[config.mk]
export PLATFORM = sky130hd
export DESIGN_NAME = pcoeffAggregator
export DESIGN_NICKNAME = d
export VERILOG_FILES = /design/src/pipelineParams.sv /design/src/pcoeffAggregator.sv
export SDC_FILE = /design/constraint.sdc
export NUM_CORES = 1
export LEC_CHECK = 0
export BUFFER_PORTS_ARGS = -buffer_cell sky130_fd_sc_hd__buf_4
export CELL_PAD_IN_SITES_DETAIL_PLACEMENT = 1
export CELL_PAD_IN_SITES_GLOBAL_PLACEMENT = 2
export CORE_MARGIN = 2
export CORE_UTILIZATION = 32
export DETAILED_ROUTE_END_ITERATION = 12
export PLACE_DENSITY_LB_ADDON = 0.3
export SYNTH_ARGS = -nofsm -noshare
export SYNTH_HDL_FRONTEND = slang
export SYNTH_SLANG_ARGS = --single-unit
[constraint.sdc]
create_clock -name clk -period 7.5 [get_ports clk]
set_clock_uncertainty 0.2 [all_clocks]
set_input_delay 0.375 -clock clk [delete_from_list [all_inputs] [get_ports clk]]
set_output_delay 0.375 -clock clk [all_outputs]
set_load 0.1 [all_outputs]
[src/pipelineParams.sv]
`default_nettype none

package pipelineParams;

    localparam int numberOfPermutators = 2;
    localparam int channelIndexWidth = $clog2(numberOfPermutators);

    // A bot is the truth table of a 7-input function
    localparam int variableCount = 7;
    localparam int botWidth = 1 << variableCount;
    localparam int permuteWidth = variableCount - 1;
    localparam int quarterWidth = botWidth / 4;

    // A quarter holds at most 32 ones
    localparam int popcountWidth = $clog2(quarterWidth) + 1;
    localparam int pcoeffCountWidth = 16;
    localparam int pcoeffSumWidth = pcoeffCountWidth + popcountWidth;

    localparam int inputFifoDepthLog2 = 4;
    localparam int inputFifoDepth = 1 << inputFifoDepthLog2;
    localparam int inputFifoMargin = 4;
    localparam int resultsFifoDepthLog2 = 4;
    localparam int resultsFifoDepth = 1 << resultsFifoDepthLog2;
    localparam int resultsFifoMargin = 6;

endpackage

`default_nettype wire

[src/pcoeffAggregator.sv]
`timescale 1ns/10ps
`default_nettype none

module pcoeffAggregator import pipelineParams::*; (
    input  logic clk,
    input  logic rst,
    input  logic [1:0] topChannel,

    input  logic isBotValid,
    input  logic [botWidth-1:0] bot,
    input  logic lastBotOfBatch,

    output logic resultsValid,
    output logic [pcoeffSumWidth-1:0] pcoeffSum,
    output logic [pcoeffCountWidth-1:0] pcoeffCount
);

    logic [quarterWidth-1:0] quarter;
    logic [popcountWidth-1:0] quarterOnes;
    logic [pcoeffSumWidth-1:0] sumAcc;
    logic [pcoeffCountWidth-1:0] countAcc;
    logic [pcoeffSumWidth-1:0] nextSum;
    logic [pcoeffCountWidth-1:0] nextCount;

    assign quarter = bot[topChannel*quarterWidth +: quarterWidth];

    always_comb begin
        quarterOnes = '0;
        for (int i = 0; i < quarterWidth; i++) begin
            quarterOnes = quarterOnes + popcountWidth'(quarter[i]);
        end
    end

    assign nextSum = sumAcc + pcoeffSumWidth'(quarterOnes);
    assign nextCount = countAcc + 1'b1;

    // Totals include the closing bot
    always_ff @(posedge clk) begin
        if (isBotValid && lastBotOfBatch) begin
            pcoeffSum <= nextSum;
            pcoeffCount <= nextCount;
        end
    end

    always_ff @(posedge clk) begin
        if (rst) begin
            sumAcc <= '0;
            countAcc <= '0;
            resultsValid <= 1'b0;
        end else begin
            resultsValid <= isBotValid && lastBotOfBatch;
            if (isBotValid) begin
                if (lastBotOfBatch) begin
                    sumAcc <= '0;
                    countAcc <= '0;
                end else begin
                    sumAcc <= nextSum;
                    countAcc <= nextCount;
                end
            end
        end
    end

endmodule

`default_nettype wire

* Yosys cells after proc, flatten, opt, wreduce, memory -nomap -nowiden
Cells that the tools add are included.
Storage, ports and cells: input port bits 134, register bits 77
Operators by class: mux-type cells 2, $add $sub $neg 33, reduce and logical (&&, ||, !) cells 1, shift-type cells 1
Operators with widths (count):
- $add A6 B1 Y6 | 26
- $shiftx A128 B8 Y32 | 1
- $add A22 B6 Y22 | 1
- $mux W22 | 1
- $add A16 B1 Y16 const B | 1
- $mux W16 | 1
- $add A5 B1 Y6 | 1
- $add A4 B1 Y5 | 1
- $add A3 B1 Y4 | 1
- $add A2 B1 Y3 | 1
- $add A1 B1 Y2 | 1
- $logic_and A1 B1 Y1 | 1

* Longest topological paths before layout
Gate-level depths: netlist of run 1.
depth in word-level cells 34, mapped depth 22, depth with buffers taken out 19

* Least setup slack after synthesis of run 1
Ideal clock, no wire load.
kind input to register, start input port topChannel[0], end register sumAcc[16], buffers on the path 2, arrival 6456 ps, setup slack 712 ps, stages 17, required time 7168 ps, cells stage by stage clkbuf_1 buf_2 mux4_2 fa_1 fa_1 fa_1 fa_1 inv_1 fa_1 fa_1 fa_1 fa_1 nor2b_1 o31ai_4 a2111oi_2 mux2i_1 a21oi_1
On the way: cells in the longest elaborated chain, start to end 34
Ends and longest elaborated chain:
- from (decl) | line pcoeffAggregator.sv:7 | input logic [1:0] topChannel,
- $shiftx A128 B8 Y32 * | line pcoeffAggregator.sv:25 | assign quarter = bot[topChannel*quarterWidth +: quarterWidth];
- $add A1 B1 Y2 | line pcoeffAggregator.sv:30 | quarterOnes = quarterOnes + popcountWidth'(quarter[i]);
- $add A2 B1 Y3 | line pcoeffAggregator.sv:30
- $add A3 B1 Y4 | line pcoeffAggregator.sv:30
- $add A4 B1 Y5 | line pcoeffAggregator.sv:30
- $add A5 B1 Y6 | line pcoeffAggregator.sv:30
- $add A6 B1 Y6 (25 in series) | line pcoeffAggregator.sv:30
- $add A6 B1 Y6 * | line pcoeffAggregator.sv:30
- $add A22 B6 Y22 * | line pcoeffAggregator.sv:34 | assign nextSum = sumAcc + pcoeffSumWidth'(quarterOnes);
- $mux W22 * | line pcoeffAggregator.sv:53 | if (lastBotOfBatch) begin
- to (signal assigned) | line pcoeffAggregator.sv:57 | sumAcc <= nextSum;
- to (decl) | line pcoeffAggregator.sv:20 | logic [pcoeffSumWidth-1:0] sumAcc;
Mark *: on every way between the ends. The rest lies on a longest branch, timed or not. A chain may end at the register's enable or synchronous reset.

* Worst setup path in the final report of run 1
start input port topChannel[0], end register sumAcc[10]
Same word-level chain as after synthesis.

==> impl_metrics.py, run 1 <==
metrics = {
    "die": {
        "io-pin-count": 173,
        "die_span_y_microns": 133,
        "dieArea_sq_um": 17600,
        "die-width_microns": 133,
        "initial_utilization_pct": 32.4,
        "rows": 47,
        "core_area_sq_um": 16300,
    },
    "drt": {
        "routed_length_per_placed_instance_microns": 17.7,
        "drt_antenna_net_count": 0,
        "detail_route.first_pass.iterations": 4,
        "postRouteWirelength_microns": 15300,
        "avg_vias_per_cell": 5.07,
        "route.vias.total": 4374,
        "drc": 0,
        "first_iter_violations": 202,
    },
    "worst_setup_path": {
        "cp_slowest_stage_delay_ns": 0.59,
        "setup.worst_path.end_class": "flip-flop",
        "worst-endpoint-required_ns": 7.49,
        "path_max_fanout": 28,
        "critPathKind": "primary input to flip-flop",
        "most_frequent_cell_on_the_critical_path": "sky130_fd_sc_hd__fa_1",
        "crit_path_cell_trace": "buf_4 > mux4_2 > fa_1 > fa_1 > fa_1 > fa_1 > inv_1 > fa_1 > fa_1 > fa_1 > fa_1 > nor2b_1 > o31ai_4 > a211oi_1 > mux2i_1 > a21oi_1",
        "critPathLaunchType": "primary input",
        "worst_path_max_delay_cell": "sky130_fd_sc_hd__mux4_2",
        "worstPathArrival_ns": 6.67,
    },
    "finish": {
        "layout.nets": 814,
        "insertedDiodeCount": 0,
        "final_common_cell": "sky130_fd_sc_hd__buf_4",
        "final_area_sq_um": 7020,
        "final_core_area_utilization_pct": 42.9,
        "fill_cells": 1869,
        "mostFrequentLayoutCells": "sky130_fd_sc_hd__buf_4 (176), sky130_fd_sc_hd__inv_1 (54), sky130_fd_sc_hd__dfxtp_1 (39)",
        "area_growth_syn_to_layout_pct": 32.7,
        "layout-drive-gt1-share_pct": 36.4,
    },
    "synthesis": {
        "ys_async_sr_fraction_pct": 0,
        "synth.top_cell.area_share_pct": 21.6,
        "synthTopCellsByArea": "sky130_fd_sc_hd__edfxtp_1 (22%), sky130_fd_sc_hd__dfxtp_1 (15%), sky130_fd_sc_hd__mux4_2 (14%)",
        "synth_largest_area_cell": "sky130_fd_sc_hd__edfxtp_1",
        "synth.yosys.warnings": 0,
        "synth_ff_type": "sky130_fd_sc_hd__dfxtp_1",
        "synth_enable_flop_cells": 38,
        "synth.mux.area_fraction_pct": 14.2,
        "synth-xor-area-share_pct": 5.30,
        "synth_cells": 479,
        "synth_seq_cells": 77,
        "synth.cell_area_sq_um": 5290,
        "ys_seq_area_share_pct": 36.3,
        "dominant_combinational_cell_family_by_area_after_synthesis": "multiplexers",
        "adder_and_majority_cell_fraction_of_the_synthesized_area_pct": 13.6,
        "synthesized_nets": 655,
        "fraction_of_the_mapped_netlist_area_in_compound_gates_pct": 11.6,
        "synth-simple-area-share_pct": 12.5,
        "post_synthesis_mean_instance_area_sq_um": 11.0,
        "synth_cell_types": 59,
    },
    "power": {
        "power.leakage_nw": 2.98,
        "worst_ir_drop_vdd_v": 0.000375,
        "design_power_total_mw": 2.78,
        "power.density_cell_area_nw_per_um2": 396,
    },
    "clock_tree": {
        "insertion_delay_ns": 0.34,
        "tritoncts": "built",
        "cts_root_buf": "sky130_fd_sc_hd__clkbuf_16",
        "post-cts-setup-buffer-count": 0,
        "ctsHtreeMaxLevel": 3,
        "clock_tree.buffer_depth": 2,
        "post_cts_resize_count": 0,
        "numCtsBuffers": 9,
        "clock_input_transition_at_the_sequential_cells_of_the_worst_setup_and_hold_paths_ns": 0.06,
        "post_cts_hold_buffer_count": 0,
        "clock_sinks": 77,
    },
    "global_routing": {
        "wire_length_of_the_first_global_routing_pass_microns": 24400,
        "antenna_found_initial": 0,
        "gr-usage-all-layers_pct": 17.6,
        "grt_start_max_net_pins": 41,
        "grt_pass1_vias": 4744,
        "grt_overflow": 0,
    },
    "min_path": {
        "hold_class": "primary input to flip-flop",
    },
    "timing": {
        "slew_viol_final": 0,
        "setup_viol_count_final": 0,
        "fin_worst_hold_slack_ns": 0.240,
        "worst-slew-pin-transition_ns": 0.987,
        "timing.fmax_ghz": 0.150,
        "setup-tns-final_ns": 0,
        "rsz0062_at_grt": "false",
        "timing.final.crit_share_pct": 89.0,
        "hold_viol": 0,
        "worst_slew_margin_rel_pct": 34.1,
        "finalCriticalPeriod_ns": 6.68,
    },
    "run_status": {
        "status": "complete, no violations",
    },
    "placement": {
        "gpl.final_weighted_congestion": 0.808,
        "dpl_cell_area_sq_um": 6750,
        "dp_hpwl_microns": 12000,
        "port_buffers": 172,
    },
    "flow_run": {
        "timing.max_cap.violations": 0,
    },
}
-- worst max-delay path: cells and delay by family --
| kind | cells | cell delay (ns) |
|---|---|---|
| adders and majority gates | 8 | 4.05 |
| AOI/OAI and AO/OA | 3 | 0.67 |
| buffers and inverters | 2 | 0.47 |
| muxes | 2 | 0.83 |
| and+or+nand+nor | 1 | 0.25 |
-- sequential cells by signal (all words and copies together) (netlist names) --
signal        cells
pcoeffSum        22
resultsValid      1
sumAcc           22
pcoeffCount      16
countAcc         16
-- per-layer routing --
| layer | vias to the layer above | wire length, microns | global-route usage [%] |
|---|---|---|---|
| li1 | 2056 | - | - |
| met1 | 2170 | 5920 | 19.8 |
| met2 | 133 | 8210 | 32.6 |
| met3 | 15 | 864 | 3.87 |
| met4 | 0 | 301 | 6.15 |
| met5 | - | 0 | 0 |
-- Yosys cell counts, types with 2 or more instances --
master	n
sky130_fd_sc_hd__inv_1	54
sky130_fd_sc_hd__dfxtp_1	39
sky130_fd_sc_hd__edfxtp_1	38
sky130_fd_sc_hd__mux4_2	32
sky130_fd_sc_hd__nor2_1	29
sky130_fd_sc_hd__fa_1	26
sky130_fd_sc_hd__a21oi_1	25
sky130_fd_sc_hd__nand2_1	23
sky130_fd_sc_hd__xnor2_1	20
sky130_fd_sc_hd__clkbuf_1	16
sky130_fd_sc_hd__ha_1	16
sky130_fd_sc_hd__nand3_1	14
sky130_fd_sc_hd__o21ai_0	14
sky130_fd_sc_hd__a31oi_1	13
sky130_fd_sc_hd__xor2_1	12
sky130_fd_sc_hd__nor3_1	8
sky130_fd_sc_hd__or3_1	7
sky130_fd_sc_hd__nand4_1	6
sky130_fd_sc_hd__nor2b_1	6
sky130_fd_sc_hd__a22o_1	5
sky130_fd_sc_hd__a311o_1	5
sky130_fd_sc_hd__and3_1	5
sky130_fd_sc_hd__buf_2	5
sky130_fd_sc_hd__a211oi_1	4
sky130_fd_sc_hd__and2_1	4
sky130_fd_sc_hd__nand2b_1	4
sky130_fd_sc_hd__a22oi_1	3
sky130_fd_sc_hd__buf_1	3
sky130_fd_sc_hd__buf_6	3
sky130_fd_sc_hd__mux2i_1	3
sky130_fd_sc_hd__nor4b_1	3
sky130_fd_sc_hd__a21o_1	2
sky130_fd_sc_hd__a32oi_1	2
sky130_fd_sc_hd__and4_4	2
sky130_fd_sc_hd__o21a_1	2
sky130_fd_sc_hd__o41ai_1	2
sky130_fd_sc_hd__or3b_1	2
-- worst paths after layout --
check                     start          end  slack (ns)  cells after the start
hold reg to reg     countAcc[9]  countAcc[9]        0.27                      2
setup reg to reg      sumAcc[0]   sumAcc[10]        2.04                     13
setup / recovery  topChannel[0]   sumAcc[10]        0.82                     16
hold / removal       isBotValid   sumAcc[11]        0.24                      2
-- where the power goes --
group	switching, mW	internal (mW)	total, mW
Clock	0.171	0.231	0.402
Combinational	1.11	0.692	1.81
Sequential	0.0129	0.557	0.570
-- area by class of cell --
class                           count  area (sq um)  area share (%)
Tap cell                          220           275            3.92
Inverter                           54           203            2.89
Sequential cell                    77          1920            27.4
Clock buffer                       11           243            3.46
Timing Repair Buffer              176          1320            18.8
Clock inverter                      5          27.5           0.392
Multi-Input combinational cell    320          3030            43.1
-- logic make-up after synthesis --
group	after synthesis
DFF	77
adders and majority gates	42
and+or+nand+nor	122
AOI/OAI and AO/OA	89
muxes	35
buffers and inverters	82
xor gates and xnor gates	32
-- metrics by stage --
| step | cells | setup slack [ns] |
|---|---|---|
| finish | 863 | 0.822 |
| global route | 863 | 0.472 |
| CTS | 863 | 0.761 |
| detailed placement | 847 | 0.416 |
| global placement | 847 | 0.549 |
| floorplan | 479 | 0.712 |
(Power assumes the default switching activity.)
==> inputs of run 2 (changes only) <==
--- a/config.mk
+++ b/config.mk
@@ -5,11 +5,12 @@
 export SDC_FILE = /design/constraint.sdc
 export NUM_CORES = 1
 export LEC_CHECK = 0
+export ABC_AREA = 1
 export BUFFER_PORTS_ARGS = -buffer_cell sky130_fd_sc_hd__buf_4
 export CELL_PAD_IN_SITES_DETAIL_PLACEMENT = 1
 export CELL_PAD_IN_SITES_GLOBAL_PLACEMENT = 2
 export CORE_MARGIN = 2
-export CORE_UTILIZATION = 32
+export CORE_UTILIZATION = 28
 export DETAILED_ROUTE_END_ITERATION = 12
 export PLACE_DENSITY_LB_ADDON = 0.3
 export SYNTH_ARGS = -nofsm -noshare
==> impl_metrics.py, run 2 <==
metrics = {
    "run_status": {
        "status": "complete, no violations",
    },
    "die": {
        "io-pin-count": 173,
        "dieArea_sq_um": 20000,
        "initial_utilization_pct": 28.4,
        "die_span_y_microns": 141,
        "rows": 50,
        "die-width_microns": 141,
        "core_area_sq_um": 18600,
    },
    "timing": {
        "setup-tns-final_ns": 0,
        "slew_viol_final": 0,
        "timing.fmax_ghz": 0.154,
        "final.setup.worst_slack_ns": 0.996,
        "hold_viol": 0,
        "finalCriticalPeriod_ns": 6.50,
        "worst-slew-pin-transition_ns": 0.727,
        "setup_viol_count_final": 0,
        "worst_slew_margin_rel_pct": 51.5,
        "fin_worst_hold_slack_ns": 0.0337,
        "rsz0062_at_grt": "false",
        "timing.final.crit_share_pct": 86.7,
    },
    "synthesis": {
        "synth_cell_types": 32,
        "synth-simple-area-share_pct": 24.9,
        "synth.top_cell.area_share_pct": 21.6,
        "synth.cell_area_sq_um": 5280,
        "synthesized_nets": 870,
        "synth_ff_type": "sky130_fd_sc_hd__dfxtp_1",
        "synth.mux.area_fraction_pct": 0,
        "ys_async_sr_fraction_pct": 0,
        "ys_seq_area_share_pct": 36.4,
        "synth.yosys.warnings": 0,
        "list_of_most_frequent_post_synthesis_cells": "sky130_fd_sc_hd__nand2_1 (196), sky130_fd_sc_hd__inv_1 (76), sky130_fd_sc_hd__nor2_1 (64)",
        "synth_enable_flop_cells": 38,
        "fraction_of_the_mapped_netlist_area_in_compound_gates_pct": 14.0,
        "synth-xor-area-share_pct": 2.96,
        "synthTopCellsByArea": "sky130_fd_sc_hd__edfxtp_1 (22%), sky130_fd_sc_hd__dfxtp_1 (15%), sky130_fd_sc_hd__nand2_1 (14%)",
        "synth_largest_area_cell": "sky130_fd_sc_hd__edfxtp_1",
        "dominant_combinational_cell_family_by_area_after_synthesis": "simple AND/OR/NAND/NOR gates",
        "post_synthesis_mean_instance_area_sq_um": 7.61,
        "synth_seq_cells": 77,
        "synthMostInstantiatedCell": "sky130_fd_sc_hd__nand2_1",
        "adder_and_majority_cell_fraction_of_the_synthesized_area_pct": 13.6,
        "synth_cells": 694,
    },
    "placement": {
        "dp_hpwl_microns": 13700,
        "dpl_cell_area_sq_um": 6780,
        "port_buffers": 172,
        "dp_slack_ns": 0.630,
        "gpl.final_weighted_congestion": 0.829,
        "placed_cells_incl_taps": 1074,
    },
    "worst_setup_path": {
        "critPathLaunchType": "primary input",
        "worst-endpoint-required_ns": 7.39,
        "ff2ff_path_depth": 15,
        "path_max_fanout": 46,
        "crit_path_cell_trace": "buf_4 > inv_2 > a21oi_1 > a32o_1 > fa_1 > inv_1 > fa_1 > fa_1 > fa_1 > inv_1 > fa_1 > fa_1 > fa_1 > fa_1 > inv_1 > nand3_1 > nand3_1 > nand2_1 > nand2_2 > nand3_1 > and2_1",
        "worst_path_max_delay_cell": "sky130_fd_sc_hd__fa_1",
        "cp_slowest_stage_delay_ns": 0.55,
        "worstPathArrival_ns": 6.39,
        "critPathKind": "primary input to flip-flop",
        "most_frequent_cell_on_the_critical_path": "sky130_fd_sc_hd__fa_1",
        "setup.worst_path.end_class": "flip-flop",
    },
    "finish": {
        "insertedDiodeCount": 0,
        "final_core_area_utilization_pct": 38.1,
        "final_common_cell": "sky130_fd_sc_hd__nand2_1",
        "mostFrequentLayoutCells": "sky130_fd_sc_hd__nand2_1 (196), sky130_fd_sc_hd__buf_4 (178), sky130_fd_sc_hd__inv_1 (76)",
        "layout-drive-gt1-share_pct": 23.7,
        "fill_cells": 2262,
        "area_growth_syn_to_layout_pct": 34.1,
        "layout.nets": 1027,
        "biggest_regs": "pcoeffSum (22), sumAcc (22)",
        "final_area_sq_um": 7080,
        "layout.cells.non_filler": 1090,
    },
    "drt": {
        "drc": 0,
        "detail_route.first_pass.iterations": 6,
        "postRouteWirelength_microns": 18000,
        "first_iter_violations": 179,
        "routed_length_per_placed_instance_microns": 16.5,
        "route.vias.total": 5263,
        "drt_antenna_net_count": 0,
        "avg_vias_per_cell": 4.83,
    },
    "global_routing": {
        "gr-usage-all-layers_pct": 17.9,
        "wire_length_of_the_first_global_routing_pass_microns": 28500,
        "antenna_found_initial": 0,
        "grt_overflow": 0,
        "grt_pass1_vias": 5574,
        "grt_start_max_net_pins": 65,
    },
    "power": {
        "power.leakage_nw": 3.20,
        "design_power_total_mw": 2.80,
        "power.density_cell_area_nw_per_um2": 395,
        "worst_ir_drop_vdd_v": 0.000256,
    },
    "clock_tree": {
        "post-cts-setup-buffer-count": 0,
        "post_cts_hold_buffer_count": 0,
        "cts_root_buf": "sky130_fd_sc_hd__clkbuf_16",
        "clock_tree.buffer_depth": 2,
        "clock_sinks": 77,
        "clock_input_transition_at_the_sequential_cells_of_the_worst_setup_and_hold_paths_ns": 0.06,
        "ctsHtreeMaxLevel": 3,
        "post_cts_resize_count": 0,
        "numCtsBuffers": 9,
        "insertion_delay_ns": 0.34,
        "tritoncts": "built",
    },
    "min_path": {
        "timing.hold.worst_path_depth": 2,
        "hold_class": "primary input to flip-flop",
    },
    "flow_run": {
        "timing.max_cap.violations": 0,
    },
}
==> run 2: cell types whose count changed after synthesis, sizes merged, moves of 8 or more <==
cell and change:
or3 -8, o21ai +23, xnor2 -16, nand3 +21, nor2 +36, a21oi +28, inv +24, nand2 +176
mux4 -32, a31oi -13, o22ai +18, a32o +13
==> run 2: critical path: cells and delay by family <==
| family | cells | cell delay, ns |
|---|---|---|
| AOI/OAI and AO/OA | 2 | 0.34 |
| adders and majority gates | 8 | 4.01 |
| buffers and inverters | 5 | 0.94 |
| and+or+nand+nor | 6 | 0.69 |
==> run 2: final timing paths <==
check,end,startpoint,slack [ns]
max reg2reg,pcoeffSum[12],sumAcc[0],2.35
min reg2reg,sumAcc[1],sumAcc[1],0.28
min,countAcc[0],isBotValid,0.03
max,pcoeffSum[12],topChannel[1],1.0
==> run 2: area by class of cell <==
cell class / instances / area [sq um] / share of cell area, %
multi-input combinational: 507 / 2930 / 41.4
clock buffer: 11 / 243 / 3.43
sequential: 77 / 1920 / 27.1
timing repair buffer: 178 / 1340 / 18.9
clock inverter: 5 / 60.1 / 0.848
tap: 234 / 293 / 4.14
inverter: 78 / 293 / 4.14
==> run 2: logic make-up after synthesis <==
group / after synthesis
buffers and inverters: 110
AOI/OAI and AO/OA: 127
and+or+nand+nor: 321
adders and majority gates: 42
xor gates and xnor gates: 17
DFF: 77
==> run 2: routing by layer <==
metal	track usage, %	up-vias	routed length, microns
met5	0	-	0
met4	5.11	0	286
met3	3.48	20	1070
met2	30.8	160	8600
met1	22.8	2499	8080
li1	-	2584	-
==> run 2: report_power, final <==
group | switching, mW | internal [mW]
Sequential | 0.0127 | 0.556
Combinational | 1.15 | 0.632
Clock | 0.178 | 0.268
Total | 1.34 | 1.46
==> inputs of run 3 (changes only) <==
--- a/config.mk
+++ b/config.mk
@@ -10,7 +10,7 @@
 export CELL_PAD_IN_SITES_DETAIL_PLACEMENT = 1
 export CELL_PAD_IN_SITES_GLOBAL_PLACEMENT = 2
 export CORE_MARGIN = 2
-export CORE_UTILIZATION = 28
+export CORE_UTILIZATION = 25
 export DETAILED_ROUTE_END_ITERATION = 12
 export PLACE_DENSITY_LB_ADDON = 0.3
 export SYNTH_ARGS = -nofsm -noshare
==> impl_metrics.py, run 3 (synthesis results as in run 2) <==
metrics = {
    "timing": {
        "setup_viol_count_final": 0,
        "worst_slew_margin_rel_pct": 52.1,
        "slew_viol_final": 0,
        "final.setup.worst_slack_ns": 1.01,
        "timing.fmax_ghz": 0.154,
        "worst-slew-pin-transition_ns": 0.717,
        "timing.final.crit_share_pct": 86.5,
        "rsz0062_at_grt": "false",
        "setup-tns-final_ns": 0,
        "hold_viol": 0,
        "fin_worst_hold_slack_ns": 0.0342,
        "finalCriticalPeriod_ns": 6.49,
    },
    "global_routing": {
        "grt_overflow": 0,
        "grt_pass1_vias": 5137,
        "antenna_found_initial": 0,
        "grt_start_max_net_pins": 64,
        "gr-usage-all-layers_pct": 15.5,
        "wire_length_of_the_first_global_routing_pass_microns": 27300,
    },
    "finish": {
        "final_area_sq_um": 7150,
        "layout-drive-gt1-share_pct": 23.8,
        "insertedDiodeCount": 0,
        "layout.nets": 1028,
        "final_common_cell": "sky130_fd_sc_hd__nand2_1",
        "multiInputGateArea_sq_um": 2930,
        "area_growth_syn_to_layout_pct": 35.4,
        "mostFrequentLayoutCells": "sky130_fd_sc_hd__nand2_1 (196), sky130_fd_sc_hd__buf_4 (179), sky130_fd_sc_hd__inv_1 (76)",
        "fill_cells": 2589,
        "biggest_regs": "pcoeffSum (22), sumAcc (22)",
        "regArea_sq_um": 1920,
    },
    "worst_setup_path": {
        "setup.worst_path.end_class": "flip-flop",
        "path_max_fanout": 46,
        "critPathLaunch": "topChannel[1]",
        "ff2ff_path_depth": 15,
        "reg2reg_to": "pcoeffSum[12]",
        "r2r_slack_ns": 2.36,
        "critPathLaunchType": "primary input",
        "reg2reg_from": "sumAcc[0]",
        "worstPathArrival_ns": 6.38,
        "critPathKind": "primary input to flip-flop",
        "worst-endpoint-required_ns": 7.39,
    },
    "min_path": {
        "holdCritStartpoint": "isBotValid",
        "hold_class": "primary input to flip-flop",
        "timing.hold.worst_path_depth": 2,
        "hold_path_end": "countAcc[0]",
    },
    "die": {
        "io-pin-count": 173,
        "die_span_y_microns": 149,
        "dieArea_sq_um": 22300,
        "die-width_microns": 149,
        "rows": 53,
        "initial_utilization_pct": 25.3,
        "core_area_sq_um": 20900,
    },
    "drt": {
        "detail_route.first_pass.iterations": 4,
        "avg_vias_per_cell": 4.54,
        "routed_length_per_placed_instance_microns": 15.6,
        "first_iter_violations": 140,
        "route.vias.total": 5134,
        "drc": 0,
        "drt_antenna_net_count": 0,
        "postRouteWirelength_microns": 17700,
    },
    "flow_run": {
        "timing.max_cap.violations": 0,
    },
    "placement": {
        "port_buffers": 172,
        "dpl_cell_area_sq_um": 6840,
        "gpl.final_weighted_congestion": 0.754,
        "dp_hpwl_microns": 13400,
        "dp_slack_ns": 0.630,
    },
    "clock_tree": {
        "numCtsBuffers": 9,
        "tritoncts": "built",
        "ctsHtreeMaxLevel": 3,
        "clock_tree.buffer_depth": 2,
        "insertion_delay_ns": 0.33,
        "cts_root_buf": "sky130_fd_sc_hd__clkbuf_16",
        "post-cts-setup-buffer-count": 0,
        "clock_input_transition_at_the_sequential_cells_of_the_worst_setup_and_hold_paths_ns": 0.06,
        "post_cts_resize_count": 0,
        "post_cts_hold_buffer_count": 0,
        "clock_sinks": 77,
    },
    "power": {
        "design_power_total_mw": 2.79,
        "power.density_cell_area_nw_per_um2": 390,
        "power.leakage_nw": 3.21,
        "worst_ir_drop_vdd_v": 0.000311,
    },
    "run_status": {
        "status": "complete, no violations",
    },
}
==> run 3: cell types whose count changed in the layout (fill, tap and decap cells not counted), sizes merged <==
cell / change
buf: +1
bufinv: +1
clkbuf: -1
clkinv: +1
clkinvlp: -1
==> run 3: where the power goes <==
| part | internal (mW) | switching, mW |
|---|---|---|
| Clock | 0.292 | 0.173 |
| Sequential | 0.556 | 0.0114 |
| Combinational | 0.633 | 1.12 |
| Total | 1.48 | 1.31 |
==> run 3: cell type report <==
cell class | instances | share of cell area, %
Timing Repair Buffer | 179 | 18.8
Inverter | 78 | 4.09
Clock inverter | 6 | 1.22
Multi-Input combinational cell | 507 | 41.0
Clock buffer | 10 | 3.20
Sequential cell | 77 | 26.9
Tap cell | 275 | 4.81
==> run 3: layer usage <==
metal	global-route usage, %	wire length (microns)	vias up
li1	-	-	2587
met1	21.1	8470	2406
met2	25.4	7970	133
met3	3.15	1090	8
met4	3.14	119	0
met5	0	0	-
==> run 3: worst max-delay path by stage <==
stage	end	slack, ns	cells past startpoint
floorplan	pcoeffSum[12]	1.18	22
global placement	pcoeffSum[12]	0.73	21
detailed placement	pcoeffSum[12]	0.63	21
CTS	pcoeffSum[12]	0.97	21
global route	pcoeffSum[12]	0.72	20
finish	pcoeffSum[12]	1.01	21
==> run 3: through the flow <==
step,instances,utilization (%)
6_report,1132,34.2
5_1_grt,1132,34.2
4_1_cts,1132,34.2
3_5_place_dp,1116,32.7
3_3_place_gp,1116,32.7
2_1_floorplan,694,-
==> run 3: worst max-delay path, cell delays in order <==
cell and delay, ns:
sky130_fd_sc_hd__buf_4 0.18, sky130_fd_sc_hd__inv_2 0.54, sky130_fd_sc_hd__a21oi_1 0.11, sky130_fd_sc_hd__a32o_1 0.26
sky130_fd_sc_hd__fa_1 0.53, sky130_fd_sc_hd__inv_1 0.05, sky130_fd_sc_hd__fa_1 0.47, sky130_fd_sc_hd__fa_1 0.52
sky130_fd_sc_hd__fa_1 0.54, sky130_fd_sc_hd__inv_1 0.05, sky130_fd_sc_hd__fa_1 0.51, sky130_fd_sc_hd__fa_1 0.52
sky130_fd_sc_hd__fa_1 0.47, sky130_fd_sc_hd__fa_1 0.43, sky130_fd_sc_hd__inv_1 0.11, sky130_fd_sc_hd__nand3_1 0.08
sky130_fd_sc_hd__nand3_1 0.13, sky130_fd_sc_hd__nand2_1 0.09, sky130_fd_sc_hd__nand2_2 0.11, sky130_fd_sc_hd__nand3_1 0.10
sky130_fd_sc_hd__and2_1 0.18
